`src/hdl/rns_config.svh`:
```
`ifndef RNS_CONFIG_SVH
`define RNS_CONFIG_SVH

// ------------------------------------------------------------
// operand framing
// ------------------------------------------------------------
`define RNS_OPERAND_WIDTH 400
`define RNS_BEAT_WIDTH    40
`define RNS_BEATS         10

// ------------------------------------------------------------
// residue channels
// ------------------------------------------------------------
`define RNS_CHANNELS      4
`define RNS_RESIDUE_WIDTH 10
`define RNS_CHUNK_WIDTH   6

// one residue-width field per channel, channel 0 in the low field
`define RNS_MODULI {10'd523, 10'd521, 10'd509, 10'd503}

`endif

```
`src/hdl/rns_pkg.sv`:
```
`include "rns_config.svh"

package rns_pkg;

  // ------------------------------------------------------------
  // data types
  // ------------------------------------------------------------
  typedef logic [`RNS_OPERAND_WIDTH-1:0] operand_t;
  typedef logic [`RNS_BEAT_WIDTH-1:0]    beat_t;
  typedef logic [`RNS_RESIDUE_WIDTH-1:0] residue_t;

  // channel 0 sits in the low residue field
  typedef logic [`RNS_CHANNELS*`RNS_RESIDUE_WIDTH-1:0] residue_bus_t;

  typedef logic [`RNS_CHANNELS-1:0] divisor_mask_t;  // bit set when residue is zero

  // ------------------------------------------------------------
  // loader FSM
  // ------------------------------------------------------------
  typedef enum logic
  {
    loader_idle,
    loader_filling
  } loader_state_e;

endpackage

```
`src/hdl/operand_loader.sv`:
```
`timescale 1ns/1ps
`include "rns_config.svh"

module operand_loader (
  input  logic              clk,
  input  logic              rst_n,
  input  logic              beat_valid,
  input  rns_pkg::beat_t    beat_data,
  output logic              operand_valid,
  output rns_pkg::operand_t operand
);

  localparam int OW    = `RNS_OPERAND_WIDTH;
  localparam int BW    = `RNS_BEAT_WIDTH;
  localparam int CNT_W = $clog2(`RNS_BEATS);

  localparam logic [CNT_W-1:0] LAST_BEAT = CNT_W'(`RNS_BEATS - 1);

  rns_pkg::loader_state_e state;
  logic [CNT_W-1:0]       beat_count;
  logic                   load_pending;
  rns_pkg::operand_t      shift_reg;

  // ------------------------------------------------------------
  // beat counting FSM
  // ------------------------------------------------------------
  always_ff @(posedge clk)
  begin
    if (!rst_n)
    begin
      state         <= rns_pkg::loader_idle;
      beat_count    <= '0;
      load_pending  <= 1'b0;
      operand_valid <= 1'b0;
    end
    else
    begin
      load_pending  <= 1'b0;
      operand_valid <= load_pending;  // one cycle after the last beat is sampled
      case (state)
        rns_pkg::loader_idle:
        begin
          if (beat_valid)
          begin
            state      <= rns_pkg::loader_filling;
            beat_count <= CNT_W'(1);
          end
        end
        rns_pkg::loader_filling:
        begin
          if (beat_valid)
          begin
            if (beat_count == LAST_BEAT)
            begin
              state        <= rns_pkg::loader_idle;
              beat_count   <= '0;
              load_pending <= 1'b1;
            end
            else
            begin
              beat_count <= beat_count + CNT_W'(1);
            end
          end
        end
        default:
        begin
          state      <= rns_pkg::loader_idle;
          beat_count <= '0;
        end
      endcase
    end
  end

  // ------------------------------------------------------------
  // operand assembly
  // ------------------------------------------------------------
  always_ff @(posedge clk)
  begin
    if (beat_valid)
      shift_reg <= {shift_reg[OW-BW-1:0], beat_data};  // first beat ends up on top
    if (load_pending)
      operand <= shift_reg;  // held here while the next operand fills
  end

endmodule

```
`config.mk`:
```
export PLATFORM = sky130hd
export DESIGN_NAME = operand_loader
export DESIGN_NICKNAME = d
export VERILOG_FILES = /design/src/hdl/rns_pkg.sv /design/src/hdl/operand_loader.sv
export VERILOG_INCLUDE_DIRS = /design/src /design/src/hdl
export SDC_FILE = /design/constraint.sdc
export NUM_CORES = 1
export LEC_CHECK = 0
export BUFFER_PORTS_ARGS = -buffer_cell sky130_fd_sc_hd__buf_2
export CAP_MARGIN = 25
export CELL_PAD_IN_SITES_DETAIL_PLACEMENT = 0
export CELL_PAD_IN_SITES_GLOBAL_PLACEMENT = 1
export CORE_MARGIN = 3
export CORE_UTILIZATION = 43
export DETAILED_ROUTE_END_ITERATION = 7
export HOLD_SLACK_MARGIN = 0.12
export MAX_ROUTING_LAYER = met4
export PLACE_DENSITY_LB_ADDON = 0.1
export SYNTH_ARGS = -nofsm -noshare
export SYNTH_HDL_FRONTEND = slang
export SYNTH_SLANG_ARGS = --single-unit
export TNS_END_PERCENT = 50
```
`constraint.sdc`:
```
create_clock -name clk -period 9.1 [get_ports clk]
set_input_delay 0.91 -clock clk [delete_from_list [all_inputs] [get_ports clk]]
set_output_delay 0.91 -clock clk [all_outputs]
set_load 0.05 [all_outputs]
```
# Word-level counts from Yosys, hierarchy flattened
# Cells that the tools add are included.
[op_classes]
addsub = 1
eq_ne = 3
mux = 9
bitwise_logic = 1
reduce_logical = 2
[ops]
columns = ["op", "n"]
rows = [
  ["$mux W4", 3],
  ["$pmux W4 S2", 1],
  ["$add A4 B1 Y4 const B", 1],
  ["$eq A4 B4 Y1 const B", 1],
  ["$mux W1", 4],
  ["$ne A2 B2 Y1 const B", 2],
  ["$reduce_and A3 Y1", 1],
  ["$pmux W1 S2", 1],
  ["$reduce_and A2 Y1", 1],
  ["$not A1 Y1", 1],
]
[totals]
register_bits = 807
in_bits = 43
output_inout_bits = 401
word_cells = 22

# Logic depth before layout (Yosys ltp)
# Gate-level depths: netlist of the first run.
[depth]
ltp_word = 4
ltp_mapped = 5

# Worst setup path before layout of the first run
# OpenSTA, ideal clock, no wires.
[synth_path]
path_kind = "reg-to-reg"
startpoint = "register load_pending"
endpoint = "register operand[0] (enable)"
setup_ns = 0.804
arrival_time_ns = 9.057
t_required_ns = 8.296
setup_slack_ns = -0.761
stages_incl_launch_ff = 1
path_buffers = 0
synth_period_minus_slack_ns = 9.861
path_cell_list = "dfxtp_1"
[synth_lines]
columns = ["element", "line_no", "source"]
rows = [
  ["from (decl)", "operand_loader.sv:21", "logic load_pending;"],
  ["from (signal assigned)", "operand_loader.sv:33", "load_pending <= 1'b0;"],
  ["from (signal assigned)", "operand_loader.sv:38", "load_pending <= 1'b0;"],
  ["from (signal assigned)", "operand_loader.sv:57", "load_pending <= 1'b1;"],
  ["to (signal assigned)", "operand_loader.sv:82", "operand <= shift_reg;"],
  ["to (decl)", "operand_loader.sv:10", "output rns_pkg::operand_t operand"],
]
# No word-level cell between the ends.

# Worst setup path after layout of the first run
[layout_path]
startpoint = "register load_pending"
endpoint = "register operand[54] (enable)"
# No word-level cell between the ends.

==> results of run 1 <==
[power breakdown]
group | switching (mW) | internal, mW
Clock | 1.28 | 1.76
Sequential | 0.0517 | 4.22
Combinational | 0.0400 | 0.00947
[layout by cell type (no fill, tap or decap)]
cell / count
edfxtp_1: 800
clkinvlp_4: 1
nand2b_4: 1
buf_4: 7
clkinv_2: 12
nand2_1: 1
dfxtp_4: 1
clkinv_4: 1
ha_1: 2
and3b_1: 1
clkbuf_8: 1
a31oi_1: 1
a21boi_0: 1
inv_1: 3
nand4_1: 1
a211oi_2: 1
inv_6: 3
and2_1: 1
xor2_1: 1
nand4b_1: 1
clkbuf_1: 17
o32ai_1: 1
nand3b_1: 1
buf_12: 1
clkinv_1: 24
o21ai_0: 2
buf_2: 442
a21oi_1: 1
clkbuf_16: 83
dfxtp_1: 6
buf_16: 2
o21a_1: 1
buf_8: 1
o22ai_1: 1
and4_1: 1
bufinv_16: 3
[metal layers]
metal  vias up  share of wire [%]  track usage [%]
met5         -                  0                -
met4         0                3.0            5.556
met3        87                7.6            5.470
met2       307                 48            22.33
met1      4847                 41            19.04
li1       4487                  -                -
[metrics by stage]
| step | utilization (%) | setup WS (ps) |
|---|---|---|
| 5_1_grt | 54.15 | 5974 |
| 6_report | 54.15 | 6198 |
| 4_1_cts | 54.05 | 5895 |
| 3_5_place_dp | 49.66 | 5899 |
| 2_1_floorplan | - | 3570 |
| 3_3_place_gp | 49.66 | 5954 |
[logic make-up after synthesis]
family / share of synthesized area [%]
AOI/OAI and AO/OA: 0.2622
xor gates and xnor gates: 0.03599
adders and majority gates: 0.1028
buffers and inverters: 0.06680
DFF: 99.27
and+or+nand+nor: 0.2622
[worst max path at each step]
stage,start,endpoint,cells after the start
after CTS,load_pending,operand[277],2
after global placement,load_pending,operand[355],2
after floorplan,load_pending,operand[0],0
after detailed placement,load_pending,operand[395],2
final,load_pending,operand[54],3
after global routing,load_pending,operand[395],3
[cell type report]
type | instances | share of cell area, %
inverter | 3 | 0.03745
tap | 748 | 3.113
timing repair buffer | 453 | 7.832
multi-input combinational | 20 | 0.5368
clock inverter | 44 | 0.9405
sequential | 807 | 80.38
clock buffer | 101 | 7.166
==> metrics.yaml, run 1 <==
relSlewSlack_pct: 33.37
synth_top_area_share_pct: 98.69
r2r-end: "operand[54]"
arrival_ps: 3130
hold_slack_ps: 407.7
setup_viol: 0
grt_pass1_wl_um: 63690
ant_nets: 0
finalSetupTns_ps: 0
cts_hold_buffers: 0
wire_per_inst_um: 20.27
rr_worst_depth: 3
post-cts-setup-buffers: 0
finalHoldViolations: 0
core_area_um2: 55520
critPathRequiredTime_ps: 9330
syn_inst: 831
h-tree-depth: 3
ys_types: 22
drc_errors: 0
timing.final.crit_share_pct: 31.89
drt-initial-drc-count: 572
synth_edf_count: 800
rr_startpoint: "load_pending"
antenna_found_initial: 0
grt_overflow: 0
hold_path_end: "operand[373]"
synth_common_cells: "800 x edfxtp_1, 7 x dfxtp_1, 3 x inv_1, 2 x ha_1, 2 x o21ai_0"
critPathSlowestCell: "dfxtp_4"
vias_per_cell: 4.471
finalMaxSlewViolations: 0
tritoncts: "yes"
syn-num-nets: 876
synthTopCellsByArea: "edfxtp_1 99%, dfxtp_1 0.58%, ha_1 0.10%, nand2b_4 0.057%, a211oi_2 0.051%"
grt_pass1_vias: 9678
dp_cells: 2029
critPathMostFrequentCell: "buf_4"
initial_core_util_pct: 43.84
status: "completed"
netlist_area_um2: 24340
drv_cap: 0
cts-resized-gates: 0
fillers: 4361
min_period_ps: 2902
fmax_mhz: 344.6
power_mw: 7.358
clock_latency_ps: 600
yosysMostFrequentCell: "edfxtp_1"
die_height_um: 243.9
diodes: 0
syn2layout_area_growth_pct: 23.53
final_cells: 2176
vdd_ir_drop_max_uv: 157.5
clk_pin_slew_ps: 60
synthArstFlopShare_pct: 0
cts.sinks: 807
synth_top_area_cell: "edfxtp_1"
rsz0062_at_grt: "no"
critical_path.max_fanout: 67
cp_cell_sequence: "buf_4 -> buf_16 -> buf_4"
grt_usage_pct: 14.99
dr.pass1.iters: 5
drive_gt1_share_pct: 39.22
worst-path-buf-inv: 3
register_area_um2: 24170
cpPeakStageDelay_ps: 900
yosysSeqAreaShare_pct: 99.27
syn_area_per_cell_um2: 29.29
nets: 1411
vias: 9728
cp-start-kind: "flip-flop"
clockBufferDepth: 3
finClkSkew_ps: 16.65
synth_seq_cells: 807
end_kind: "flip-flop"
worstSetupPathType: "flip-flop to flip-flop"
min_from: "shift_reg[373]"
gp_congestion: 0.7525
multi_input_area_um2: 161.4
cts-root-buf: "clkbuf_16"
rrSetupSlack_ps: 6200
fin_area_um2: 30070
hpwlAfterDp_um: 28380
numPortBuffers: 443
rows: 86
power_density_nw_per_um2: 244.7
yosysWarnings: 0
ioPinCount: 444
hold_path_depth: 0
wirelength_um: 44110
grt_start_max_net_pins: 173
worst_slew_pin_slew_ps: 999.4
post_dp_cell_area_um2: 27580
hold_path_class: "flip-flop to flip-flop"
critical_path.top_delay_family: "buffers and inverters"
fp.dieArea_um2: 59500
p_leak_nw: 10.64
die_w_um: 243.9
synthFlopType: "edfxtp_1"
cts_buffers: 81
(Power assumes the default switching activity.)
==> inputs of run 2 (changes only) <==
--- a/config.mk
+++ b/config.mk
@@ -11,7 +11,7 @@
 export CELL_PAD_IN_SITES_DETAIL_PLACEMENT = 0
 export CELL_PAD_IN_SITES_GLOBAL_PLACEMENT = 1
 export CORE_MARGIN = 3
-export CORE_UTILIZATION = 43
+export CORE_UTILIZATION = 48
 export DETAILED_ROUTE_END_ITERATION = 7
 export HOLD_SLACK_MARGIN = 0.12
 export MAX_ROUTING_LAYER = met4
==> constraint.sdc (replaced) <==
create_clock -name clk -period 2.8 [get_ports clk]
set_input_delay 0.28 -clock clk [delete_from_list [all_inputs] [get_ports clk]]
set_output_delay 0.28 -clock clk [all_outputs]
set_load 0.05 [all_outputs]
==> run 2 against run 1 <==
Against the previous run:
- wire length rose by 1.5%
- critical path depth rose by 3
- non-clock buffer count rose by 48
- worst hold slack got worse by 13 ps
- highest routed layer unchanged
==> metrics.yaml, run 2 (synthesis gave the netlist of run 1 again) <==
relSlewSlack_pct: 61.66
vdd_ir_drop_max_uv: 523.5
p_leak_nw: 10.86
power_mw: 24.46
tritoncts: "yes"
drc_errors: 0
syn2layout_area_growth_pct: 25.56
cts_buffers: 77
grt_pass1_wl_um: 64250
initial_core_util_pct: 49.12
hpwlAfterDp_um: 28600
clockBufferDepth: 3
ioPinCount: 444
cp-start-kind: "flip-flop"
finalHoldViolations: 0
layout_commonest_cell: "edfxtp_1"
die_height_um: 231.2
critical_path.max_fanout: 4
core_area_um2: 49560
arrival_ps: 2200
final_cell_mix: "800 x edfxtp_1, 442 x buf_2, 79 x clkbuf_16, 43 x dlygate4sd3_1, 18 x clkbuf_1"
antenna_found_initial: 1
worst_slew_pin_slew_ps: 575.1
fp.dieArea_um2: 53450
cts-root-buf: "clkbuf_16"
die_w_um: 231.2
gp_congestion: 0.7544
rrSetupSlack_ps: 1130
hold_path_depth: 2
cpPeakStageDelay_ps: 550
r2r-end: "beat_count[0]"
finalMaxSlewViolations: 0
fillers: 3481
critPathRequiredTime_ps: 3330
wire_per_inst_um: 21.01
worstSetupPathType: "flip-flop to flip-flop"
dr.pass1.iters: 4
numPortBuffers: 443
finClkSkew_ps: 18.61
rows: 81
fmax_mhz: 598.2
grt_usage_pct: 16.87
wirelength_um: 44780
clock_latency_ps: 590
status: "completed"
hold_path_end: "shift_reg[29]"
power_density_nw_per_um2: 800.4
final_core_util_pct: 61.67
hold_path_class: "input port to flip-flop"
rsz0062_at_grt: "no"
end_kind: "flip-flop"
grt_start_max_net_pins: 93
drive_gt1_share_pct: 38.51
clk_pin_slew_ps: 60
ant_nets: 0
vias_per_cell: 4.715
grt_overflow: 0
timing.final.crit_share_pct: 59.70
post-cts-setup-buffers: 0
critPathSlowestCell: "dlygate4sd3_1"
h-tree-depth: 3
grt_pass1_vias: 10300
rr_worst_depth: 6
min_period_ps: 1672
drv_cap: 0
min_from: "beat_data[29]"
nets: 1455
drt-initial-drc-count: 848
rr_startpoint: "beat_count[1]"
setup_viol: 0
cp_cell_sequence: "inv_1 -> ha_1 -> and3b_1 -> o21a_1 -> a21oi_1 -> dlygate4sd3_1"
vias: 10050
cts.sinks: 807
==> run 2: area by class of cell <==
| class | instances | area [um^2] | share of cell area (%) |
|---|---|---|---|
| flip-flops and latches | 807 | 24170 | 79.07 |
| repair buffers | 501 | 2858 | 9.350 |
| clock buffers | 97 | 2044 | 6.689 |
| well taps | 664 | 830.8 | 2.718 |
| clock inverters | 39 | 488.0 | 1.597 |
| multi-input cells | 20 | 161.4 | 0.5281 |
| inverters | 3 | 11.26 | 0.03684 |
| diodes | 1 | 2.502 | 0.008188 |
==> run 2: worst max path at each step <==
stage / start / end / cells after the start
floorplan: load_pending / operand[0] / 0
global placement: load_pending / operand[25] / 1
detailed placement: load_pending / operand[11] / 1
CTS: load_pending / operand[163] / 1
global route: beat_count[1] / beat_count[0] / 6
finish: beat_count[1] / beat_count[0] / 6
==> run 2: timing repair <==
item | in CTS | in global routing
endpoints found under the setup margin | 0 | 0
hold buffers | 43 | 0
resized for setup | 0 | 0
hold endpoints to repair | 66 | 0
==> run 2: layer usage <==
layer / vias to the layer above / track usage, % / wire [um]
met3: 68 / 6.096 / 3610
li1: 4567 / - / -
met2: 337 / 26.69 / 22120
met1: 5080 / 20.89 / 18170
met4: 0 / 4.610 / 889
met5: - / - / 0
==> run 2: power breakdown <==
group	internal [mW]	switching (mW)
Sequential	13.7	0.175
Clock	6.20	4.16
Combinational	0.0797	0.142
Total	20.0	4.48
==> run 2: stage by stage <==
step	TNS, ps	instances	area, um^2	setup WS, ps	hold WS [ps]
2_1_floorplan	-252580	831	24340	-630.1	378.9
3_3_place_gp	0	1952	27600	1138	400.1
3_5_place_dp	0	1952	27600	1143	404.5
4_1_cts	0	2131	30560	1123	353.0
5_1_grt	0	2132	30560	1007	370.7
6_report	0	2132	30560	1128	395.2
==> run 2: critical path, delay by kind of cell (launching register included) <==
kind	cells	cell delay (ps)
flip-flops	1	360
AND/OR/NAND/NOR	1	190
AO/OA/AOI/OAI	2	300
buffers and inverters	2	620
adder cells (fa/ha/maj)	1	170
