## config.mk

```make
export PLATFORM = sky130hd
export DESIGN_NAME = residue_collector
export DESIGN_NICKNAME = d
export VERILOG_FILES = /design/src/hdl/rns_pkg.sv /design/src/hdl/residue_collector.sv
export VERILOG_INCLUDE_DIRS = /design/src /design/src/hdl
export SDC_FILE = /design/constraint.sdc
export NUM_CORES = 1
export LEC_CHECK = 0
export BUFFER_PORTS_ARGS = -buffer_cell sky130_fd_sc_hd__buf_4
export CORE_ASPECT_RATIO = 1.1
export CORE_MARGIN = 2
export CORE_UTILIZATION = 38
export DETAILED_ROUTE_END_ITERATION = 16
export GPL_ROUTABILITY_DRIVEN = 0
export PLACE_DENSITY = 0.76
export SYNTH_ARGS = -nofsm -noshare
export SYNTH_HDL_FRONTEND = slang
export SYNTH_SLANG_ARGS = --single-unit
```

## constraint.sdc

```tcl
create_clock -name clk -period 0.8 [get_ports clk]
set_input_delay 0.04 -clock clk [delete_from_list [all_inputs] [get_ports clk]]
set_output_delay 0.04 -clock clk [all_outputs]
set_load 0.005 [all_outputs]
```

## src/hdl/rns_config.svh

```systemverilog
`ifndef RNS_CONFIG_SVH
`define RNS_CONFIG_SVH

// ------------------------------------------------------------
// operand framing
// ------------------------------------------------------------
`define RNS_OPERAND_WIDTH 400
`define RNS_BEAT_WIDTH    40
`define RNS_BEATS         10

// ------------------------------------------------------------
// residue channels
// ------------------------------------------------------------
`define RNS_CHANNELS      4
`define RNS_RESIDUE_WIDTH 10
`define RNS_CHUNK_WIDTH   6

// one residue-width field per channel, channel 0 in the low field
`define RNS_MODULI {10'd523, 10'd521, 10'd509, 10'd503}

`endif

```

## src/hdl/rns_pkg.sv

```systemverilog
`include "rns_config.svh"

package rns_pkg;

  // ------------------------------------------------------------
  // data types
  // ------------------------------------------------------------
  typedef logic [`RNS_OPERAND_WIDTH-1:0] operand_t;
  typedef logic [`RNS_BEAT_WIDTH-1:0]    beat_t;
  typedef logic [`RNS_RESIDUE_WIDTH-1:0] residue_t;

  // channel 0 sits in the low residue field
  typedef logic [`RNS_CHANNELS*`RNS_RESIDUE_WIDTH-1:0] residue_bus_t;

  typedef logic [`RNS_CHANNELS-1:0] divisor_mask_t;  // bit set when residue is zero

  // ------------------------------------------------------------
  // loader FSM
  // ------------------------------------------------------------
  typedef enum logic
  {
    loader_idle,
    loader_filling
  } loader_state_e;

endpackage

```

## src/hdl/residue_collector.sv

```systemverilog
`timescale 1ns/1ps
`include "rns_config.svh"

module residue_collector (
  input  logic                   clk,
  input  logic                   rst_n,
  input  logic [`RNS_CHANNELS-1:0] residue_valid,
  input  rns_pkg::residue_bus_t  residue_bus,
  output logic                   result_valid,
  output rns_pkg::residue_bus_t  residues,
  output rns_pkg::divisor_mask_t divisor_mask
);

  localparam int CH = `RNS_CHANNELS;
  localparam int RW = `RNS_RESIDUE_WIDTH;

  // ------------------------------------------------------------
  // result registers
  // ------------------------------------------------------------
  always_ff @(posedge clk)
  begin
    if (!rst_n)
    begin
      result_valid <= 1'b0;
      residues     <= '0;
      divisor_mask <= '0;
    end
    else
    begin
      result_valid <= residue_valid[0];  // every channel has the same latency
      for (int i = 0; i < CH; i++)
      begin
        if (residue_valid[i])
        begin
          residues[i*RW +: RW] <= residue_bus[i*RW +: RW];
          divisor_mask[i]      <= (residue_bus[i*RW +: RW] == '0);  // modulus divides operand
        end
      end
    end
  end

endmodule

```

Yosys cells after proc, flatten, opt, wreduce, memory -nomap -nowiden. Index checks and enable logic that the tools add are counted.

Reductions and logical operators: 4.

Operators by type and width (count): zero test 10 bit (4).

Flip-flop bits (word level): 45. Input port bits: 46. Output and inout port bits: 45.

Longest topological paths before layout. Gate-level depths: netlist of the first run.

Depth after elaboration: 1. Mapped depth: 3. Depth with buffers taken out: 2.

Worst setup path after synthesis of the first run. Ideal clock, no wire load.

Path type: reg-to-reg. Start: reg, netlist name divisor_mask[0]. End: reg divisor_mask[0]. Setup time: 116 ps. Arrival: 643 ps. Required time: 684 ps. Setup slack: 40 ps. Stages on the path, launching flop included: 3. Path buffers: 0. Clock period less this slack: 760 ps. Path through: dfxtp_1 and3b_1 a41o_1.

RTL lines: end signal, assigned by index (RTL line residue_collector.sv:36) `divisor_mask[i] <= (residue_bus[i*RW +: RW] == '0);`; end, declared (RTL line residue_collector.sv:11) `output rns_pkg::divisor_mask_t divisor_mask`.

==> flow_metrics.tcl, run 1 <==
set metrics [dict create \
    setup_viol_count_final 0 \
    setup.worst_path.end "divisor_mask[0]" \
    diodes 0 \
    hold-worst-slack_ns 0.0211 \
    design_area_mm2 0.00283 \
    crit_type "register to register" \
    skew_ns 0 \
    cap_violations 0 \
    r2r_slack_ns 0.01 \
    grt_start_max_net_pins 14 \
    grtUsageTotal_pct 15.1 \
    ys_ff_latch 45 \
    antenna_found_initial 0 \
    worst_pin_slew_ns 0.359 \
    drt_iter0_markers 45 \
    worstRegToRegCells 2 \
    grt_pass1_vias 1416 \
    r2r_start "divisor_mask[0]" \
    worstHoldPathType "input pin to register" \
    rsz0062_at_grt "true" \
    die_area_mm2 0.00531 \
    startpoint "divisor_mask[0]" \
    worst_setup_path_end_kind "register" \
    yosys_warnings 0 \
    cp.required_ns 0.98 \
    clk_pin_slew_ns 0.08 \
    synth_top_area_share_pct 50.0 \
    synth_most_common_cell "dfxtp_1" \
    root_buffer "clkbuf_8" \
    crit_path_max_fanout 2 \
    syn_nets 201 \
    syn_area_per_cell_um2 11.6 \
    post-route-period-util_pct 98.5 \
    die_x_um 69.6 \
    drive_gt1_share_pct 58.7 \
    critPathSlowestCell "dfxtp_2" \
    vias_per_cell 4.68 \
    maxSlewViolCount 0 \
    yosys.cell_types.count 13 \
    synth_area_leaders "dfxtp_1 (50%), mux2i_1 (22%), nor2b_1 (15%)" \
    synth_edf_count 0 \
    io_buffers 90 \
    yosysSeqAreaShare_pct 50.0 \
    core_area_mm2 0.00462 \
    status "finished, final reports clean" \
    placed_area_mm2 0.00256 \
    p_leak_nw 1.32 \
    async_flop_share_pct 0 \
    cts.path.max_buffers 2 \
    via_count 1450 \
    first_pass_iters 4 \
    die_h_um 76.2 \
    r2r_end "divisor_mask[0]" \
    cts_max_level 2 \
    cts_made_buffers 5 \
    synth_top_area_cell "dfxtp_1" \
    fp-row-count 26 \
    overflow 0 \
    power_density_mw_per_mm2 1640 \
    fin_nets 300 \
    ir_worst_vdd_mv 0.967 \
    path_cells "and3b_1 > a41o_1" \
    clk_latency_ns 0.28 \
    fin_crit_ns 0.788 \
    area_growth_pct 56.9 \
    crit_path_max_incr_delay_ns 0.32 \
    wl_um 4000 \
    tritoncts "yes" \
    synthesis.area_mm2 0.00180 \
    io_pins 91 \
    hold_viol_final 0 \
    cp-start-kind "register" \
    fin_tns_setup_ns 0 \
    synth_commonest_cells "dfxtp_1 (45), nor2b_1 (43), mux2i_1 (40)" \
    hpwl_um 3060 \
    drc 0 \
    grt_pass1_wl_um 6510 \
    ys.flop_type "dfxtp_1" \
    postSynthCellCount 155 \
    cp_data_arrival_time_ns 0.97 \
    start_util_pct 39.0 \
    relSlewSlack_pct 75.8 \
    ant_nets 0 \
    fin_ws_ns 0.0119 \
    post-place-ws_ns -0.0411 \
    wl_per_cell_um 12.9 \
    fmax_ghz 1.27 \
    clkSinkCount 45 \
]
-- cells by family (layout without fill, tap and decap cells) --
logic type / after synthesis / count (layout) / share of synthesized area (%)
compound gates: 4 / 4 / 2.22
buf+inv: 9 / 108 / 4.24
flops: 45 / 45 / 50.0
mux: 40 / 40 / 22.2
simple gates: 57 / 57 / 21.3
-- flip-flops by register name, summed over array words and instances, names as in the netlist --
| register | flops |
|---|---|
| divisor_mask | 4 |
| residues | 40 |
| result_valid | 1 |
-- cell usage in the layout (no fill, tap or decap), drive strengths merged --
master	synthesis	final
nor4b	7	7
and3b	1	1
nor2b	43	43
a32o	3	3
mux2i	40	40
clkbuf	0	7
a41o	1	1
nor4	4	4
dfxtp	45	45
and2	1	1
buf	9	101
nor3	1	1
-- layout make-up --
class	count	area (µm²)
fillers	391	1790
clock buffers	7	86.3
flip-flops and latches	45	951
well taps	56	70.1
multi-input cells	101	823
repair buffers	101	895
-- timing repair --
item                                    in CTS  in global routing
gates cloned                                 0                  0
hold buffers                                 0                  0
endpoints found under the setup margin      10                 41
resized for setup                           11                 62
setup buffers                                0                  1
hold endpoints to repair                     0                  0
pin swaps                                    0                  0
-- metal layers --
metal	wire length [µm]	part of all wire, %	track usage [%]
met5	0	0	0
met4	31	0.78	4.62
met3	301	7.5	5.03
met2	1980	49	25.6
met1	1690	42	18.2
-- report_power, final --
group | switching, W | internal, W
registers | 0.0000796 | 0.00238
logic | 0.000274 | 0.000532
clock network | 0.000678 | 0.000685
total | 0.00103 | 0.00360
-- worst min-delay path by stage --
stage	startpoint	to	slack [ns]	cells after the start
after floorplan	residue_bus[39]	residues[39]	0.21	2
after global placement	residue_bus[1]	residues[1]	0.31	3
after detailed placement	residue_bus[27]	residues[27]	0.32	3
after CTS	residue_bus[12]	residues[12]	0.007	3
after global routing	residue_bus[16]	residues[16]	0.02	3
final	residue_bus[2]	residues[2]	0.02	3
-- worst max-delay path: cells and delay by family (launching register included) --
kind            cells  cell delay [ns]
flops               1             0.32
compound gates      1             0.19
simple gates        1             0.17
-- metrics by stage --
stage	util [%]	power (W)	cells
2_1_floorplan	-	0.00278	155
5_1_grt	61.2	0.00488	310
3_5_place_dp	55.4	0.00324	302
3_3_place_gp	55.4	0.00322	302
4_1_cts	57.6	0.00463	309
6_report	61.2	0.00463	310
(Power assumes the default switching activity.)
==> run 2: changes to the inputs <==
Settings changed: CORE_UTILIZATION 38 to 40, PLACE_DENSITY 0.76 to 0.79, SKIP_CTS_REPAIR_TIMING from default to 1.
==> run 2 against run 1 <==
Flip-flop and latch count unchanged. Power increased by 2.9%. Via count increased by 1.3%. Largest power group unchanged. Global-route usage increased by 1.2 points. Utilization increased by 5.9 points. Design area increased by 2.5%. Critical path type is now register to output port. Clock skew unchanged.
==> flow_metrics.tcl, run 2 (synthesis results as in run 1) <==
set metrics [dict create \
    worst_pin_slew_ns 0.383 \
    grt_pass1_vias 1359 \
    tritoncts "yes" \
    hold_viol_final 0 \
    wl_um 4190 \
    diodes 0 \
    core_area_mm2 0.00432 \
    io_pins 91 \
    multiInputGateArea_um2 823 \
    hold-worst-slack_ns 0.00753 \
    hold_depth 3 \
    ir_worst_vdd_mv 1.08 \
    via_count 1469 \
    cts_made_buffers 5 \
    wl_per_cell_um 13.5 \
    io_buffers 90 \
    die_x_um 68.0 \
    cap_violations 0 \
    setup_viol_count_final 0 \
    worstRegToRegCells 2 \
    drive_gt1_share_pct 60.5 \
    antenna_found_initial 0 \
    ant_nets 0 \
    hold_path_startpoint "residue_bus[28]" \
    mostFrequentLayoutCells "buf_4 (59), nor2b_1 (43), dfxtp_2 (43), mux2i_1 (40), buf_6 (40)" \
    critPathSlowestCell "dfxtp_2" \
    worst_setup_path_end_kind "output port" \
    cp.required_ns 0.76 \
    layout_commonest_cell "buf_4" \
    die_h_um 74.4 \
    fin_tns_setup_ns 0 \
    fp-row-count 25 \
    post-route-period-util_pct 98.0 \
    overflow 0 \
    clk_pin_slew_ns 0.09 \
    cp_data_arrival_time_ns 0.74 \
    crit_path_max_fanout 2 \
    fmax_ghz 1.28 \
    fin_crit_ns 0.784 \
    vias_per_cell 4.74 \
    grt_start_max_net_pins 19 \
    clkSinkCount 45 \
    finalNonFillerCells 310 \
    cts.path.max_buffers 2 \
    register_area_um2 955 \
    largestRegisters "residues: 40 flops, divisor_mask: 4 flops, result_valid: 1 flops" \
    hold_path_end "residues[28]" \
    path_buf_inv 1 \
    die_area_mm2 0.00505 \
    crit_path_max_incr_delay_ns 0.34 \
    worstHoldPathType "input pin to register" \
    fin_nets 301 \
    power_density_mw_per_mm2 1650 \
    start_util_pct 41.7 \
    hpwl_um 3140 \
    r2r_slack_ns 0.03 \
    clk_latency_ns 0.29 \
    r2r_start "divisor_mask[0]" \
    n_fill_cell 361 \
    first_pass_iters 2 \
    skew_ns 0 \
    largest-register "residues" \
    grtUsageTotal_pct 16.3 \
    relSlewSlack_pct 74.2 \
    grt_pass1_wl_um 6150 \
    drc 0 \
    r2r_end "divisor_mask[0]" \
    cp-start-kind "register" \
    status "finished, final reports clean" \
    root_buffer "clkbuf_8" \
    path_cells "buf_6" \
    placedCellCount 299 \
    p_leak_nw 1.35 \
    cts_max_level 2 \
    largest_register_ffs 40 \
    path_delay_family "flip-flops" \
    maxSlewViolCount 0 \
    drt_iter0_markers 50 \
    rsz0062_at_grt "true" \
    crit_type "register to output port" \
    area_growth_pct 60.8 \
]
[run 2: changes by cell type in the layout (fill, tap and decap cells not counted), sizes merged]
cell	delta
buf	+1
clkbuf	-1
clkinv	+2
[run 2: layout make-up]
| cell class | instances | share of cell area (%) |
|---|---|---|
| Timing Repair Buffer | 102 | 32.9 |
| Sequential cell | 45 | 33.0 |
| Multi-Input combinational cell | 101 | 28.4 |
| Tap cell | 54 | 2.33 |
| Clock inverter | 2 | 0.475 |
| Clock buffer | 6 | 2.85 |
[run 2: worst max-delay path by stage]
stage / slack (ns) / cells after the start / endpoint / startpoint
CTS: -0.03 / 1 / residues[20] / residues[20]
global placement: -0.03 / 3 / divisor_mask[1] / residue_bus[15]
global route: -0.02 / 1 / residues[20] / residues[20]
detailed placement: -0.02 / 4 / divisor_mask[0] / rst_n
finish: 0.02 / 1 / residues[20] / residues[20]
floorplan: 0.04 / 2 / divisor_mask[0] / divisor_mask[0]
[run 2: layer usage]
metal  track usage, %  routed length, µm  vias to the layer above
met2             26.6               2170                       58
met4             6.89                 83                        0
li1                 -                  -                      740
met1             19.6               1590                      664
met3             5.30                338                        7
met5                0                  0                        -
[run 2: where the power goes]
group	switching, W	total [W]	internal [W]	leakage [nW]
registers	0.0000815	0.00247	0.00238	0.387
clock network	0.000756	0.00146	0.000700	0.0512
logic	0.000286	0.000846	0.000560	0.911
total	0.00112	0.00477	0.00364	1.35
[run 2: metrics by stage]
step	setup WS [ns]	total power (W)	instance area [µm²]	utilization [%]
after floorplan	0.0405	0.00278	1800	-
after global placement	-0.0264	0.00323	2570	59.6
after detailed placement	-0.0161	0.00325	2570	59.6
after CTS	-0.0336	0.00470	2670	61.8
after global routing	-0.0178	0.00500	2900	67.1
final	0.0157	0.00477	2900	67.1
==> run 3: changes to the inputs <==
Settings changed: ABC_AREA from default to 1, PLACE_DENSITY 0.79 to 0.8.
==> run 3 against run 2 <==
Design area is 5.8% lower. Utilization is 0.71 points higher. Power is 0.19% higher. Area after synthesis is 5.1% lower. First-iteration DRC count is 78% higher. Setup slack better by 0.0085 ns. Sequential share of layout area is 1.8 points higher.
==> flow_metrics.tcl, run 3 <==
set metrics [dict create \
    status "finished, final reports clean" \
    cap_violations 0 \
    io_pins 91 \
    cp_num_cells 1 \
    swShare_pct 23.3 \
    wl_um 4140 \
    crit_path_max_incr_delay_ns 0.32 \
    antenna_found_initial 0 \
    wl_per_cell_um 11.1 \
    hold_path_end "residues[18]" \
    critPathSlowestCell "dfxtp_2" \
    largest-register "residues" \
    drt_iter0_markers 89 \
    syn_area_per_cell_um2 7.49 \
    n_fill_cell 354 \
    switching_power_w 0.00111 \
    skew_ns 0 \
    hpwl_um 2970 \
    cp_data_arrival_time_ns 0.74 \
    synth_most_common_cell "dfxtp_1" \
    mostFrequentLayoutCells "buf_4 (59), inv_1 (42), o21ai_0 (40), a21oi_1 (40), dfxtp_2 (39)" \
    post-route-util_pct 67.8 \
    hold_viol_final 0 \
    yosys_warnings 0 \
    seqPwrFrac_pct 52.2 \
    hold_depth 3 \
    synthesis.area_mm2 0.00171 \
    synth_top_area_cell "dfxtp_1" \
    ys_ff_latch 45 \
    worstHoldPathType "input pin to register" \
    yosysSeqAreaShare_pct 52.7 \
    hold_path_startpoint "residue_bus[18]" \
    clkSinkCount 45 \
    grtUsageMet2_pct 27.2 \
    busiest_layer "met2" \
    power_density_mw_per_mm2 1750 \
    fin_tns_setup_ns 0 \
    finalNonFillerCells 372 \
    relSlewSlack_pct 85.0 \
    post-route-period-util_pct 97.0 \
    path_delay_family "flip-flops" \
    die_x_um 66.3 \
    syn_nets 274 \
    area_growth_pct 59.7 \
    worst_pin_slew_ns 0.224 \
    worstRegToRegCells 3 \
    crit_type "register to output port" \
    via_count 1685 \
    layout_commonest_cell "buf_4" \
    drc 0 \
    met1_usage_pct 20.0 \
    cts_max_level 2 \
    setup_viol_count_final 0 \
    cp-start-kind "register" \
    cts.path.max_buffers 2 \
    worst_setup_path_end_kind "output port" \
    r2r_start "residues[30]" \
    path_buf_inv 1 \
    fp-row-count 24 \
    ant_nets 0 \
    die_h_um 72.5 \
    postSynthCellCount 228 \
    io_buffers 90 \
    hold-worst-slack_ns 0.000861 \
    synth_commonest_cells "dfxtp_1 (45), inv_1 (42), a21oi_1 (40), o21ai_0 (40), nand2_1 (25)" \
    grt_pass1_wl_um 6110 \
    clk_pin_slew_ns 0.08 \
    ys.flop_type "dfxtp_1" \
    r2r_slack_ns 0.05 \
    grt_pass1_vias 1461 \
    diodes 0 \
    fin_nets 365 \
    intPower_w 0.00366 \
    vias_per_cell 4.53 \
    start_util_pct 42.4 \
    fmax_ghz 1.29 \
    synth_top_area_share_pct 52.7 \
    placedCellCount 360 \
    async_flop_share_pct 0 \
    totalPowerFinal_w 0.00478 \
    grt_start_max_net_pins 23 \
    combinationalPowerShare_pct 16.7 \
    clk_latency_ns 0.28 \
    drive_gt1_share_pct 43.8 \
    path_cells "buf_4" \
    overflow 0 \
    core_area_mm2 0.00402 \
    root_buffer "clkbuf_8" \
    met3_usage_pct 4.65 \
    tritoncts "yes" \
    die_area_mm2 0.00481 \
    crit_path_max_fanout 2 \
    grtUsageTotal_pct 16.3 \
    synth_edf_count 0 \
    maxSlewViolCount 0 \
    largest_register_ffs 40 \
    cts_made_buffers 5 \
    synth_area_leaders "dfxtp_1 (53%), a21oi_1 (12%), o21ai_0 (12%)" \
    first_pass_iters 4 \
    largestRegisters "residues: 40 flops, divisor_mask: 4 flops, result_valid: 1 flops" \
    yosys.cell_types.count 9 \
    cp.required_ns 0.76 \
    fin_crit_ns 0.776 \
    r2r_end "residues[30]" \
    ir_worst_vdd_mv 0.978 \
    pwr-share-clk_pct 31.2 \
    p_leak_nw 1.37 \
]
[run 3: power groups by stage]
stage          logic (W)  registers, W  clock network [W]
3_3_place_gp    0.000708       0.00250                  0
5_1_grt         0.000888       0.00251            0.00163
4_1_cts         0.000724       0.00245            0.00153
3_5_place_dp    0.000723       0.00250                  0
2_1_floorplan   0.000270       0.00251                  0
6_report        0.000797       0.00249            0.00149
[run 3: kinds of logic after synthesis]
group	share of synthesized area [%]
buffers and inverters	12.7
DFF	52.7
AOI/OAI and AO/OA	23.4
and+or+nand+nor	11.1
[run 3: stage by stage]
step	worst slack, ns	area, µm²
floorplan	0.210	1710
global placement	0.143	2420
detailed placement	0.0885	2420
CTS	-0.00940	2520
global route	-0.00375	2730
finish	0.0242	2730
[run 3: area by class of cell]
cell class	instances	area, µm²	share of cell area [%]
well taps	52	65.1	2.39
clock inverters	1	5.00	0.183
flip-flops and latches	45	950	34.8
clock buffers	7	96.3	3.53
multi-input cells	129	589	21.6
repair buffers	96	865	31.7
inverters	42	158	5.78
[run 3: metal layers]
layer,part of all wire (%),wire length (µm)
met1,44,1830
met2,48,1990
met5,0,0
met3,7.0,289
met4,0.65,27
[run 3: worst min-delay path: stages]
cell	delay [ns]
buf_4	0.08
nor2_1	0.03
nor2_1	0.09
[run 3: worst max-delay path by stage]
stage / to / start / slack (ns)
after floorplan: residues[0] / residues[0] / 0.21
after global placement: divisor_mask[2] / residue_valid[2] / 0.14
after global routing: residues[30] / residues[30] / -0.004
after CTS: divisor_mask[3] / divisor_mask[3] / -0.009
final: residues[30] / residues[30] / 0.02
after detailed placement: residues[12] / rst_n / 0.09
