==> src/hdl/rns_config.svh <==
`ifndef RNS_CONFIG_SVH
`define RNS_CONFIG_SVH

// ------------------------------------------------------------
// operand framing
// ------------------------------------------------------------
`define RNS_OPERAND_WIDTH 400
`define RNS_BEAT_WIDTH    40
`define RNS_BEATS         10

// ------------------------------------------------------------
// residue channels
// ------------------------------------------------------------
`define RNS_CHANNELS      4
`define RNS_RESIDUE_WIDTH 10
`define RNS_CHUNK_WIDTH   6

// one residue-width field per channel, channel 0 in the low field
`define RNS_MODULI {10'd523, 10'd521, 10'd509, 10'd503}

`endif

==> src/hdl/rns_pkg.sv <==
`include "rns_config.svh"

package rns_pkg;

  // ------------------------------------------------------------
  // data types
  // ------------------------------------------------------------
  typedef logic [`RNS_OPERAND_WIDTH-1:0] operand_t;
  typedef logic [`RNS_BEAT_WIDTH-1:0]    beat_t;
  typedef logic [`RNS_RESIDUE_WIDTH-1:0] residue_t;

  // channel 0 sits in the low residue field
  typedef logic [`RNS_CHANNELS*`RNS_RESIDUE_WIDTH-1:0] residue_bus_t;

  typedef logic [`RNS_CHANNELS-1:0] divisor_mask_t;  // bit set when residue is zero

  // ------------------------------------------------------------
  // loader FSM
  // ------------------------------------------------------------
  typedef enum logic
  {
    loader_idle,
    loader_filling
  } loader_state_e;

endpackage

==> src/hdl/residue_channel.sv <==
`timescale 1ns/1ps
`include "rns_config.svh"

module residue_channel #(
  parameter int MODULUS = 503
) (
  input  logic              clk,
  input  logic              rst_n,
  input  logic              operand_valid,
  input  rns_pkg::operand_t operand,
  output logic              residue_valid,
  output rns_pkg::residue_t residue
);

  localparam int OW         = `RNS_OPERAND_WIDTH;
  localparam int RW         = `RNS_RESIDUE_WIDTH;
  localparam int CW         = `RNS_CHUNK_WIDTH;
  localparam int LUT_SIZE   = 1 << CW;
  localparam int NUM_CHUNKS = (OW + CW - 1) / CW;
  localparam int PAD        = NUM_CHUNKS * CW - OW;
  localparam int GROUP      = 8;
  localparam int NUM_GROUPS = (NUM_CHUNKS + GROUP - 1) / GROUP;
  localparam int PW         = RW + $clog2(GROUP);
  localparam int SW         = PW + $clog2(NUM_GROUPS);
  localparam int FOLDW      = RW + $clog2(SW - RW + 1);

  // enough steps to bring any folded sum below the modulus
  localparam int NSUB = FOLDW - $clog2(MODULUS + 1) + 1;

  typedef logic [LUT_SIZE-1:0][RW-1:0] lut_t;

  function automatic int pow2_mod(input int exponent);
    int acc;
    acc = 1 % MODULUS;
    for (int i = 0; i < exponent; i++)
      acc = (acc * 2) % MODULUS;
    return acc;
  endfunction

  // entry v holds v * 2^(chunk position) mod MODULUS
  function automatic lut_t build_lut(input int chunk);
    lut_t lut;
    int   weight;
    weight = pow2_mod(chunk * CW);
    for (int v = 0; v < LUT_SIZE; v++)
      lut[v] = RW'((v * weight) % MODULUS);
    return lut;
  endfunction

  logic [NUM_CHUNKS*CW-1:0]       operand_ext;
  wire  [NUM_CHUNKS-1:0][RW-1:0]  term_d;
  logic [NUM_CHUNKS-1:0][RW-1:0]  term_q;
  logic [NUM_GROUPS-1:0][PW-1:0]  psum_d;
  logic [NUM_GROUPS-1:0][PW-1:0]  psum_q;
  logic [SW-1:0]                  total;
  logic [FOLDW-1:0]               folded;
  logic [FOLDW-1:0]               reduced;
  logic                           valid_s1;
  logic                           valid_s2;

  assign operand_ext = {{PAD{1'b0}}, operand};  // top chunk is narrower

  // ------------------------------------------------------------
  // stage 1: chunk lookup
  // ------------------------------------------------------------
  for (genvar k = 0; k < NUM_CHUNKS; k++)
  begin : g_chunk
    localparam lut_t LUT = build_lut(k);
    assign term_d[k] = LUT[operand_ext[k*CW +: CW]];
  end

  always_ff @(posedge clk)
  begin
    term_q <= term_d;
  end

  // ------------------------------------------------------------
  // stage 2: partial sums over groups of eight terms
  // ------------------------------------------------------------
  always_comb
  begin
    for (int g = 0; g < NUM_GROUPS; g++)
    begin
      psum_d[g] = '0;
      for (int j = 0; j < GROUP; j++)
      begin
        if (g * GROUP + j < NUM_CHUNKS)
          psum_d[g] = psum_d[g] + PW'(term_q[g*GROUP + j]);
      end
    end
  end

  always_ff @(posedge clk)
  begin
    psum_q <= psum_d;
  end

  // ------------------------------------------------------------
  // stage 3: final sum, fold and reduce
  // ------------------------------------------------------------
  always_comb
  begin
    total = '0;
    for (int g = 0; g < NUM_GROUPS; g++)
      total = total + SW'(psum_q[g]);

    // bits above the residue width come back in at 2^b mod MODULUS
    folded = FOLDW'(total[RW-1:0]);
    for (int b = RW; b < SW; b++)
    begin
      if (total[b])
        folded = folded + FOLDW'(pow2_mod(b));
    end

    reduced = folded;
    for (int s = NSUB - 1; s >= 0; s--)
    begin
      if (reduced >= FOLDW'(MODULUS << s))
        reduced = reduced - FOLDW'(MODULUS << s);
    end
  end

  always_ff @(posedge clk)
  begin
    residue <= reduced[RW-1:0];
  end

  always_ff @(posedge clk)
  begin
    if (!rst_n)
    begin
      valid_s1      <= 1'b0;
      valid_s2      <= 1'b0;
      residue_valid <= 1'b0;
    end
    else
    begin
      valid_s1      <= operand_valid;
      valid_s2      <= valid_s1;
      residue_valid <= valid_s2;
    end
  end

endmodule

==> config.mk <==
export PLATFORM = sky130hd
export DESIGN_NAME = residue_channel
export DESIGN_NICKNAME = d
export VERILOG_FILES = /design/src/hdl/rns_pkg.sv /design/src/hdl/residue_channel.sv
export VERILOG_INCLUDE_DIRS = /design/src /design/src/hdl
export SDC_FILE = /design/constraint.sdc
export NUM_CORES = 2
export LEC_CHECK = 0
export BUFFER_PORTS_ARGS = -buffer_cell sky130_fd_sc_hd__buf_2
export CAP_MARGIN = 10
export CELL_PAD_IN_SITES_DETAIL_PLACEMENT = 2
export CELL_PAD_IN_SITES_GLOBAL_PLACEMENT = 2
export CORE_MARGIN = 1
export CORE_UTILIZATION = 41
export CTS_BUF_LIST = sky130_fd_sc_hd__clkbuf_4 sky130_fd_sc_hd__clkbuf_8
export CTS_CLUSTER_DIAMETER = 120
export DETAILED_ROUTE_END_ITERATION = 8
export PLACE_DENSITY_LB_ADDON = 0.3
export SYNTH_ARGS = -nofsm -noshare
export SYNTH_HDL_FRONTEND = slang
export SYNTH_SLANG_ARGS = --single-unit
==> constraint.sdc <==
create_clock -name clk -period 25.8 [get_ports clk]
set_input_delay 7.74 -clock clk [delete_from_list [all_inputs] [get_ports clk]]
set_output_delay 7.74 -clock clk [all_outputs]
set_load 0.005 [all_outputs]
; After elaboration in Yosys (flattened, before gate mapping)
; Memory sizes are Yosys's and may differ from the RTL's. A register that Yosys moved wholly into a read port is not among the register bits.
; Cells that the tools add are included.
[op_classes]
n_lt_le_gt_ge = 5
muxes = 12
n_addsub = 78
[op_table]
columns = operator, count
row1 = 13-bit by 10-bit adder with 13-bit output, 32
row2 = 13-bit 2-to-1 mux, 10
row3 = 11-bit by 10-bit adder with 12-bit output, 9
row4 = 12-bit by 10-bit adder with 13-bit output, 8
row5 = 10-bit by 10-bit adder with 11-bit output, 9
row6 = 17-bit by 13-bit adder with 17-bit output, 3
row7 = 13-bit by 7-bit adder with 13-bit output (second input constant), 2
row8 = 13-bit by 8-bit adder with 13-bit output (second input constant), 2
row9 = 16-bit by 13-bit adder with 17-bit output, 1
row10 = 17-bit by 12-bit adder with 17-bit output, 1
row11 = 15-bit by 13-bit adder with 16-bit output, 1
row12 = 14-bit by 13-bit adder with 15-bit output, 1
row13 = 13-bit by 13-bit adder with 14-bit output, 1
row14 = 13-bit by 6-bit adder with 13-bit output (second input constant), 1
row15 = 13-bit by 9-bit adder with 13-bit output (second input constant), 1
row16 = 13-bit by 10-bit >= comparator with 1-bit output (second input constant), 1
row17 = 13-bit by 11-bit >= comparator with 1-bit output (second input constant), 1
row18 = 13-bit by 12-bit >= comparator with 1-bit output (second input constant), 1
row19 = 13-bit >= comparator (second input constant), 1
row20 = 13-bit by 9-bit >= comparator with 1-bit output (second input constant), 1
row21 = 13-bit by 10-bit subtractor with 13-bit output (second input constant), 1
row22 = 13-bit by 11-bit subtractor with 13-bit output (second input constant), 1
row23 = 13-bit by 12-bit subtractor with 13-bit output (second input constant), 1
row24 = 13-bit subtractor (second input constant), 1
row25 = other kinds (4), 4
[totals]
mem_count = 67
romBits = 42400
register_bits = 129
elab_cells = 175
output_inout_bits = 11
[memory_table]
columns = name, words, word_bits, rd, rd_clocked_by_memory_dff, write_ports, line_no
row1 = (name not given), 64, 10, 1, 1, 0, residue_channel.sv:69  ; assign term_d[k] = LUT[operand_ext[k*CW +: CW]];
row2 = (name not given), 64, 10, 1, 1, 0, residue_channel.sv:69
row3 = (name not given), 64, 10, 1, 1, 0, residue_channel.sv:69
row4 = (name not given), 64, 10, 1, 1, 0, residue_channel.sv:69
row5 = (name not given), 64, 10, 1, 1, 0, residue_channel.sv:69
row6 = (name not given), 64, 10, 1, 1, 0, residue_channel.sv:69
row7 = 61 more memories, n/a, n/a, n/a, n/a, n/a, n/a

; Logic depth before layout (Yosys ltp)
[depth]
ltp_word = 32
mapped_depth = 51
ltp_nobuf = 48

; Worst setup path before layout
; Ideal clock, no wire load.
[synth_path]
path_kind = reg2reg
start = reg psum_q[80] (netlist name)
end = reg residue[1]
synth_period_minus_slack_ps = 11073
required_time_ps = 25677
stages_incl_launch_ff = 46
path_slack_ps = 14727
setup_time_ps = 123
arrival_time_ps = 10950
path_buffers = 2
path_cell_list = dfxtp_1 fa_1 fa_1 fa_1 fa_1 ha_1 fa_1 a211oi_2 nor3_1 or3_1 a31oi_1 nor2_1 ha_1 nand3_1 xnor3_1 ha_1 mux2i_1 inv_1 [10 not listed] mux2i_1 a2111oi_0 buf_2 nor2_2 xnor2_1 ha_1 nand2_1 nand2_1 or4_1 nand3b_2 and2_1 buf_2 xnor2_1 ha_1 nand2_1 a311oi_2 nor2_1 mux2_1
[synth_via]
elab_chain_len = 27
elab_cells_between_ends = 32
[synth_rtl]
columns = item, line_no
row1 = "start, declared", residue_channel.sv:54  ; logic [NUM_GROUPS-1:0][PW-1:0] psum_q;
row2 = "start signal, assigned", residue_channel.sv:95  ; psum_q <= psum_d;
row3 = 17-bit by 13-bit adder with 17-bit output * (2 in series), residue_channel.sv:105  ; total = total + SW'(psum_q[g]);
row4 = 17-bit by 12-bit adder with 17-bit output *, residue_channel.sv:105
row5 = 10-bit by 5-bit adder with 11-bit output, residue_channel.sv:112  ; folded = folded + FOLDW'(pow2_mod(b));
row6 = 11-bit 2-to-1 mux, residue_channel.sv:111  ; if (total[b])
row7 = 13-bit by 6-bit adder with 13-bit output, residue_channel.sv:112
row8 = 13-bit 2-to-1 mux, residue_channel.sv:111
row9 = 13-bit by 7-bit adder with 13-bit output, residue_channel.sv:112
row10 = 13-bit 2-to-1 mux, residue_channel.sv:111
row11 = [11 not listed], n/a
row12 = 13-bit 2-to-1 mux *, residue_channel.sv:118  ; if (reduced >= FOLDW'(MODULUS << s))
row13 = 13-bit by 11-bit subtractor with 13-bit output / 13-bit by 11-bit >= comparator with 1-bit output (equally long branches), "residue_channel.sv:119, residue_channel.sv:118"
row14 = 13-bit 2-to-1 mux *, residue_channel.sv:118
row15 = 13-bit by 10-bit subtractor with 13-bit output / 13-bit by 10-bit >= comparator with 1-bit output (equally long branches), "residue_channel.sv:119, residue_channel.sv:118"
row16 = 13-bit 2-to-1 mux *, residue_channel.sv:118
row17 = 13-bit by 9-bit >= comparator with 1-bit output / 10-bit by 9-bit subtractor with 10-bit output (equally long branches), "residue_channel.sv:118, residue_channel.sv:119"
row18 = 10-bit 2-to-1 mux *, residue_channel.sv:118
row19 = net reduced[1], residue_channel.sv:57  ; logic [FOLDW-1:0] reduced;
row20 = "end signal, assigned", residue_channel.sv:125  ; residue <= reduced[RW-1:0];
row21 = "end, declared", residue_channel.sv:12  ; output rns_pkg::residue_t residue
; Mark *: on every way through the listed nets, which the timed path passes. The rest lies on a longest branch.
; A chain may end at the register's enable or synchronous reset.

; Worst setup path after layout
[layout_path]
start = reg psum_q[2] (netlist name)
end = reg residue[1]
[layout_via]
elab_chain_len = 32
elab_cells_between_ends = 37
[layout_rtl]
columns = item, line_no
row1 = 13-bit by 13-bit adder with 14-bit output *, residue_channel.sv:105
row2 = 14-bit by 13-bit adder with 15-bit output *, residue_channel.sv:105
row3 = 15-bit by 13-bit adder with 16-bit output *, residue_channel.sv:105
row4 = 16-bit by 13-bit adder with 17-bit output *, residue_channel.sv:105
row5 = 17-bit by 13-bit adder with 17-bit output * (3 in series), residue_channel.sv:105
row6 = 17-bit by 12-bit adder with 17-bit output *, residue_channel.sv:105
row7 = 10-bit by 5-bit adder with 11-bit output, residue_channel.sv:112
row8 = 11-bit 2-to-1 mux, residue_channel.sv:111
row9 = [15 not listed], n/a
row10 = 13-bit 2-to-1 mux *, residue_channel.sv:118
row11 = 13-bit by 11-bit subtractor with 13-bit output / 13-bit by 11-bit >= comparator with 1-bit output (equally long branches), "residue_channel.sv:119, residue_channel.sv:118"
row12 = 13-bit 2-to-1 mux *, residue_channel.sv:118
row13 = 13-bit by 10-bit subtractor with 13-bit output / 13-bit by 10-bit >= comparator with 1-bit output (equally long branches), "residue_channel.sv:119, residue_channel.sv:118"
row14 = 13-bit 2-to-1 mux *, residue_channel.sv:118
row15 = 13-bit by 9-bit >= comparator with 1-bit output / 10-bit by 9-bit subtractor with 10-bit output (equally long branches), "residue_channel.sv:118, residue_channel.sv:119"
row16 = 10-bit 2-to-1 mux *, residue_channel.sv:118
row17 = net reduced[1], residue_channel.sv:57
; Marked as above.

==> impl_metrics.py <==
metrics = {
    "yosys": {
        "synth_flop_cell": "dfxtp_1",
        "synth-async-reset-ratio_pct": 0,
        "synth_edf_count": 0,
        "ys_ff_latch": 711,
        "seq_area_frac_synth_pct": 16.2,
        "yosys_warnings": 0,
        "yosysTopAreaCell": "dfxtp_1",
        "syn_area_mm2": 0.0879,
        "yosys.area.top_type_share_pct": 16.2,
        "synth_fp_nets": 13512,
        "ys_top_cells_by_area": "dfxtp_1 16%, fa_1 12%, ha_1 9.8%",
        "yosysUniqueCellTypes": 110,
        "synth_area_per_cell_um2": 7.38,
        "syn_inst": 11916,
    },
    "global_routing": {
        "grt_overflow": 0,
        "antenna_found_initial": 110,
        "grt_max_degree": 59,
        "grt_first_pass_wirelength_mm": 555,
        "grt_pass1_vias": 95193,
        "track_usage_pct": 31.7,
    },
    "hold_path": {
        "hold_start": "valid_s1",
        "holdPathStages": 1,
        "hold_class": "flip-flop to flip-flop",
    },
    "timing": {
        "final_max_slew_viol_count": 0,
        "setup-tns-final_ps": 0,
        "hold_viol_final": 0,
        "clock_skew_ps": 41.8,
        "setup_viol": 0,
        "rsz0062_at_grt": "false",
        "fin_crit_sh_pct": 50.0,
        "worstMarginPinSlew_ps": 1190,
        "relSlewSlack_pct": 20.1,
        "min_period_ps": 12910,
        "fmax_mhz": 77.5,
    },
    "setup_path": {
        "crit_slowest_cell": "a2111oi_4",
        "reg2reg_depth": 45,
        "reg2reg_slack_ps": 12890,
        "r2r_start": "psum_q[2]",
        "cp.arrival_ps": 13750,
        "timing.rr.end": "residue[1]",
        "crit_path_end": "residue[1]",
        "worst_path_largest_cell_delay_ps": 590,
        "worstSetupStartpoint": "psum_q[2]",
        "critPathLaunchType": "flip-flop",
        "path_class": "flip-flop to flip-flop",
        "cp-end-kind": "flip-flop",
        "crit_path_frequent_cell": "ha_1",
        "crit_fanout": 11,
        "required_ps": 26650,
    },
    "routing": {
        "vias_per_cell": 6.08,
        "drc": 0,
        "wl_mm": 354,
        "num_vias": 88329,
        "dr.pass1.iters": 8,
        "drt_iter0_markers": 5694,
        "wire_per_inst_um": 24.4,
        "postRouteAntennaNets": 0,
    },
    "floorplanning": {
        "boundaryPins": 414,
        "rows": 169,
        "start_util_pct": 41.4,
        "core_area_mm2": 0.213,
        "die_x_um": 465,
        "die_h_um": 465,
        "dieArea_mm2": 0.216,
    },
    "clocking": {
        "h-tree-depth": 4,
        "cts-resized-gates": 0,
        "clockBufferDepth": 3,
        "cts_setup_buffers": 0,
        "cts_tree": "yes",
        "numCtsBuffers": 146,
        "cts_root_buf": "clkbuf_8",
        "ctsHoldBuffers": 0,
        "worst_skew_pair.late_latency_ps": 950,
        "cts.sinks": 711,
        "clk_pin_slew_ps": 60,
    },
    "status": {
        "outcome": "finished clean",
    },
    "flow_run": {
        "max_cap_viol_count": 0,
    },
    "placement": {
        "place_congestion": 0.893,
        "post-dp-hpwl_mm": 262,
        "dp_cells": 14197,
        "io_buffer_count": 413,
    },
    "finish": {
        "finish.utilization_pct": 43.9,
        "syn2layout_area_growth_pct": 6.28,
        "fin_nets": 13120,
        "drive_gt1_share_pct": 7.98,
        "stdcell_count": 14522,
    },
}
[cells in the mapped netlist, types with 164 or more instances]
cell type and count:
nor3_1 215, dfxtp_1 711, mux2i_1 204, a21oi_1 1237, nand2b_1 190, o211ai_1 234
a31oi_1 198, a211oi_1 294, ha_1 686, xnor2_1 164, nand3_1 200, fa_1 507
nor2_1 1073, inv_1 1055, nand2_1 1124, clkbuf_1 821, o21ai_0 1202
[flip-flops by register name, summed over array words and instances, names as in the netlist]
register	flops
psum_q	107
residue	10
residue_valid	1
term_q	591
valid_s1	1
valid_s2	1
[worst max-delay path: cells and delay by family, from the launching register on]
kind / cells / cell delay (ps)
AO/OA/AOI/OAI: 9 / 2650
XOR/XNOR: 4 / 780
adder cells (fa/ha/maj): 11 / 4280
buffers and inverters: 4 / 510
flip-flops: 1 / 320
multiplexers: 3 / 1130
AND/OR/NAND/NOR: 14 / 3110
[kinds of logic after synthesis]
family,after synthesis,share of synthesized area [%]
AOI/OAI and AO/OA,4101,28.7
xor gates and xnor gates,253,2.60
adders and majority gates,1200,21.4
buffers and inverters,2053,8.81
DFF,711,16.2
muxes,370,5.99
and+or+nand+nor,3228,16.3
[final cells by class]
type	count	area, um^2
fillers	24683	119000
multi-input cells	9152	65900
flip-flops and latches	711	14200
inverters	1096	4110
well taps	2821	3530
clock buffers	200	2580
repair buffers	417	2100
clock inverters	67	779
diodes	58	145
[through the flow]
| stage | cell area (um^2) | worst slack (ps) | hold slack, ps |
|---|---|---|---|
| final | 93400 | 12890 | 441 |
| after global routing | 93300 | 12150 | 459 |
| after CTS | 93300 | 12980 | 441 |
| after detailed placement | 89900 | 13020 | 426 |
| after global placement | 89900 | 13720 | 419 |
| after floorplan | 87900 | 14730 | 406 |
[how the worst min path moves through the flow]
| stage | endpoint | slack (ps) |
|---|---|---|
| finish | valid_s2 | 440 |
| global route | valid_s2 | 460 |
| CTS | valid_s2 | 440 |
| detailed placement | valid_s2 | 430 |
| global placement | residue_valid | 420 |
| floorplan | residue_valid | 410 |
[layout by cell type, fill, tap and decap left out, types with 44 or more instances in the layout]
cell | synthesis | layout
a21oi_1 | 1237 | 1237
o21ai_0 | 1202 | 1202
nand2_1 | 1124 | 1124
nor2_1 | 1073 | 1073
inv_1 | 1055 | 1055
dfxtp_1 | 711 | 711
ha_1 | 686 | 686
fa_1 | 507 | 507
buf_2 | 8 | 413
a211oi_1 | 294 | 294
o211ai_1 | 234 | 234
nor3_1 | 215 | 215
mux2i_1 | 204 | 204
nand3_1 | 200 | 200
a31oi_1 | 198 | 198
nand2b_1 | 190 | 190
clkbuf_8 | 0 | 173
xnor2_1 | 164 | 164
nor2b_1 | 150 | 150
mux4_2 | 120 | 120
xor2_1 | 81 | 81
o31ai_1 | 80 | 80
o22ai_1 | 75 | 75
a21o_1 | 73 | 73
a311oi_1 | 72 | 72
o311ai_0 | 71 | 71
diode_2 | 0 | 58
a221oi_1 | 58 | 58
o221ai_1 | 53 | 53
and3_1 | 50 | 50
a22oi_1 | 48 | 48
o21bai_1 | 45 | 45
o21a_1 | 44 | 44
[routing by layer]
layer  GRT usage (%)  vias up  part of all wire (%)
li1                -    40976                     -
met1            38.9    45029                    42
met2            56.1     1639                    50
met3            4.26      627                   3.8
met4            11.8       58                   3.8
met5               0        -                  0.11
Power is not shown: default switching activity piles up to over one toggle a cycle in this logic, so the estimate is an artifact.
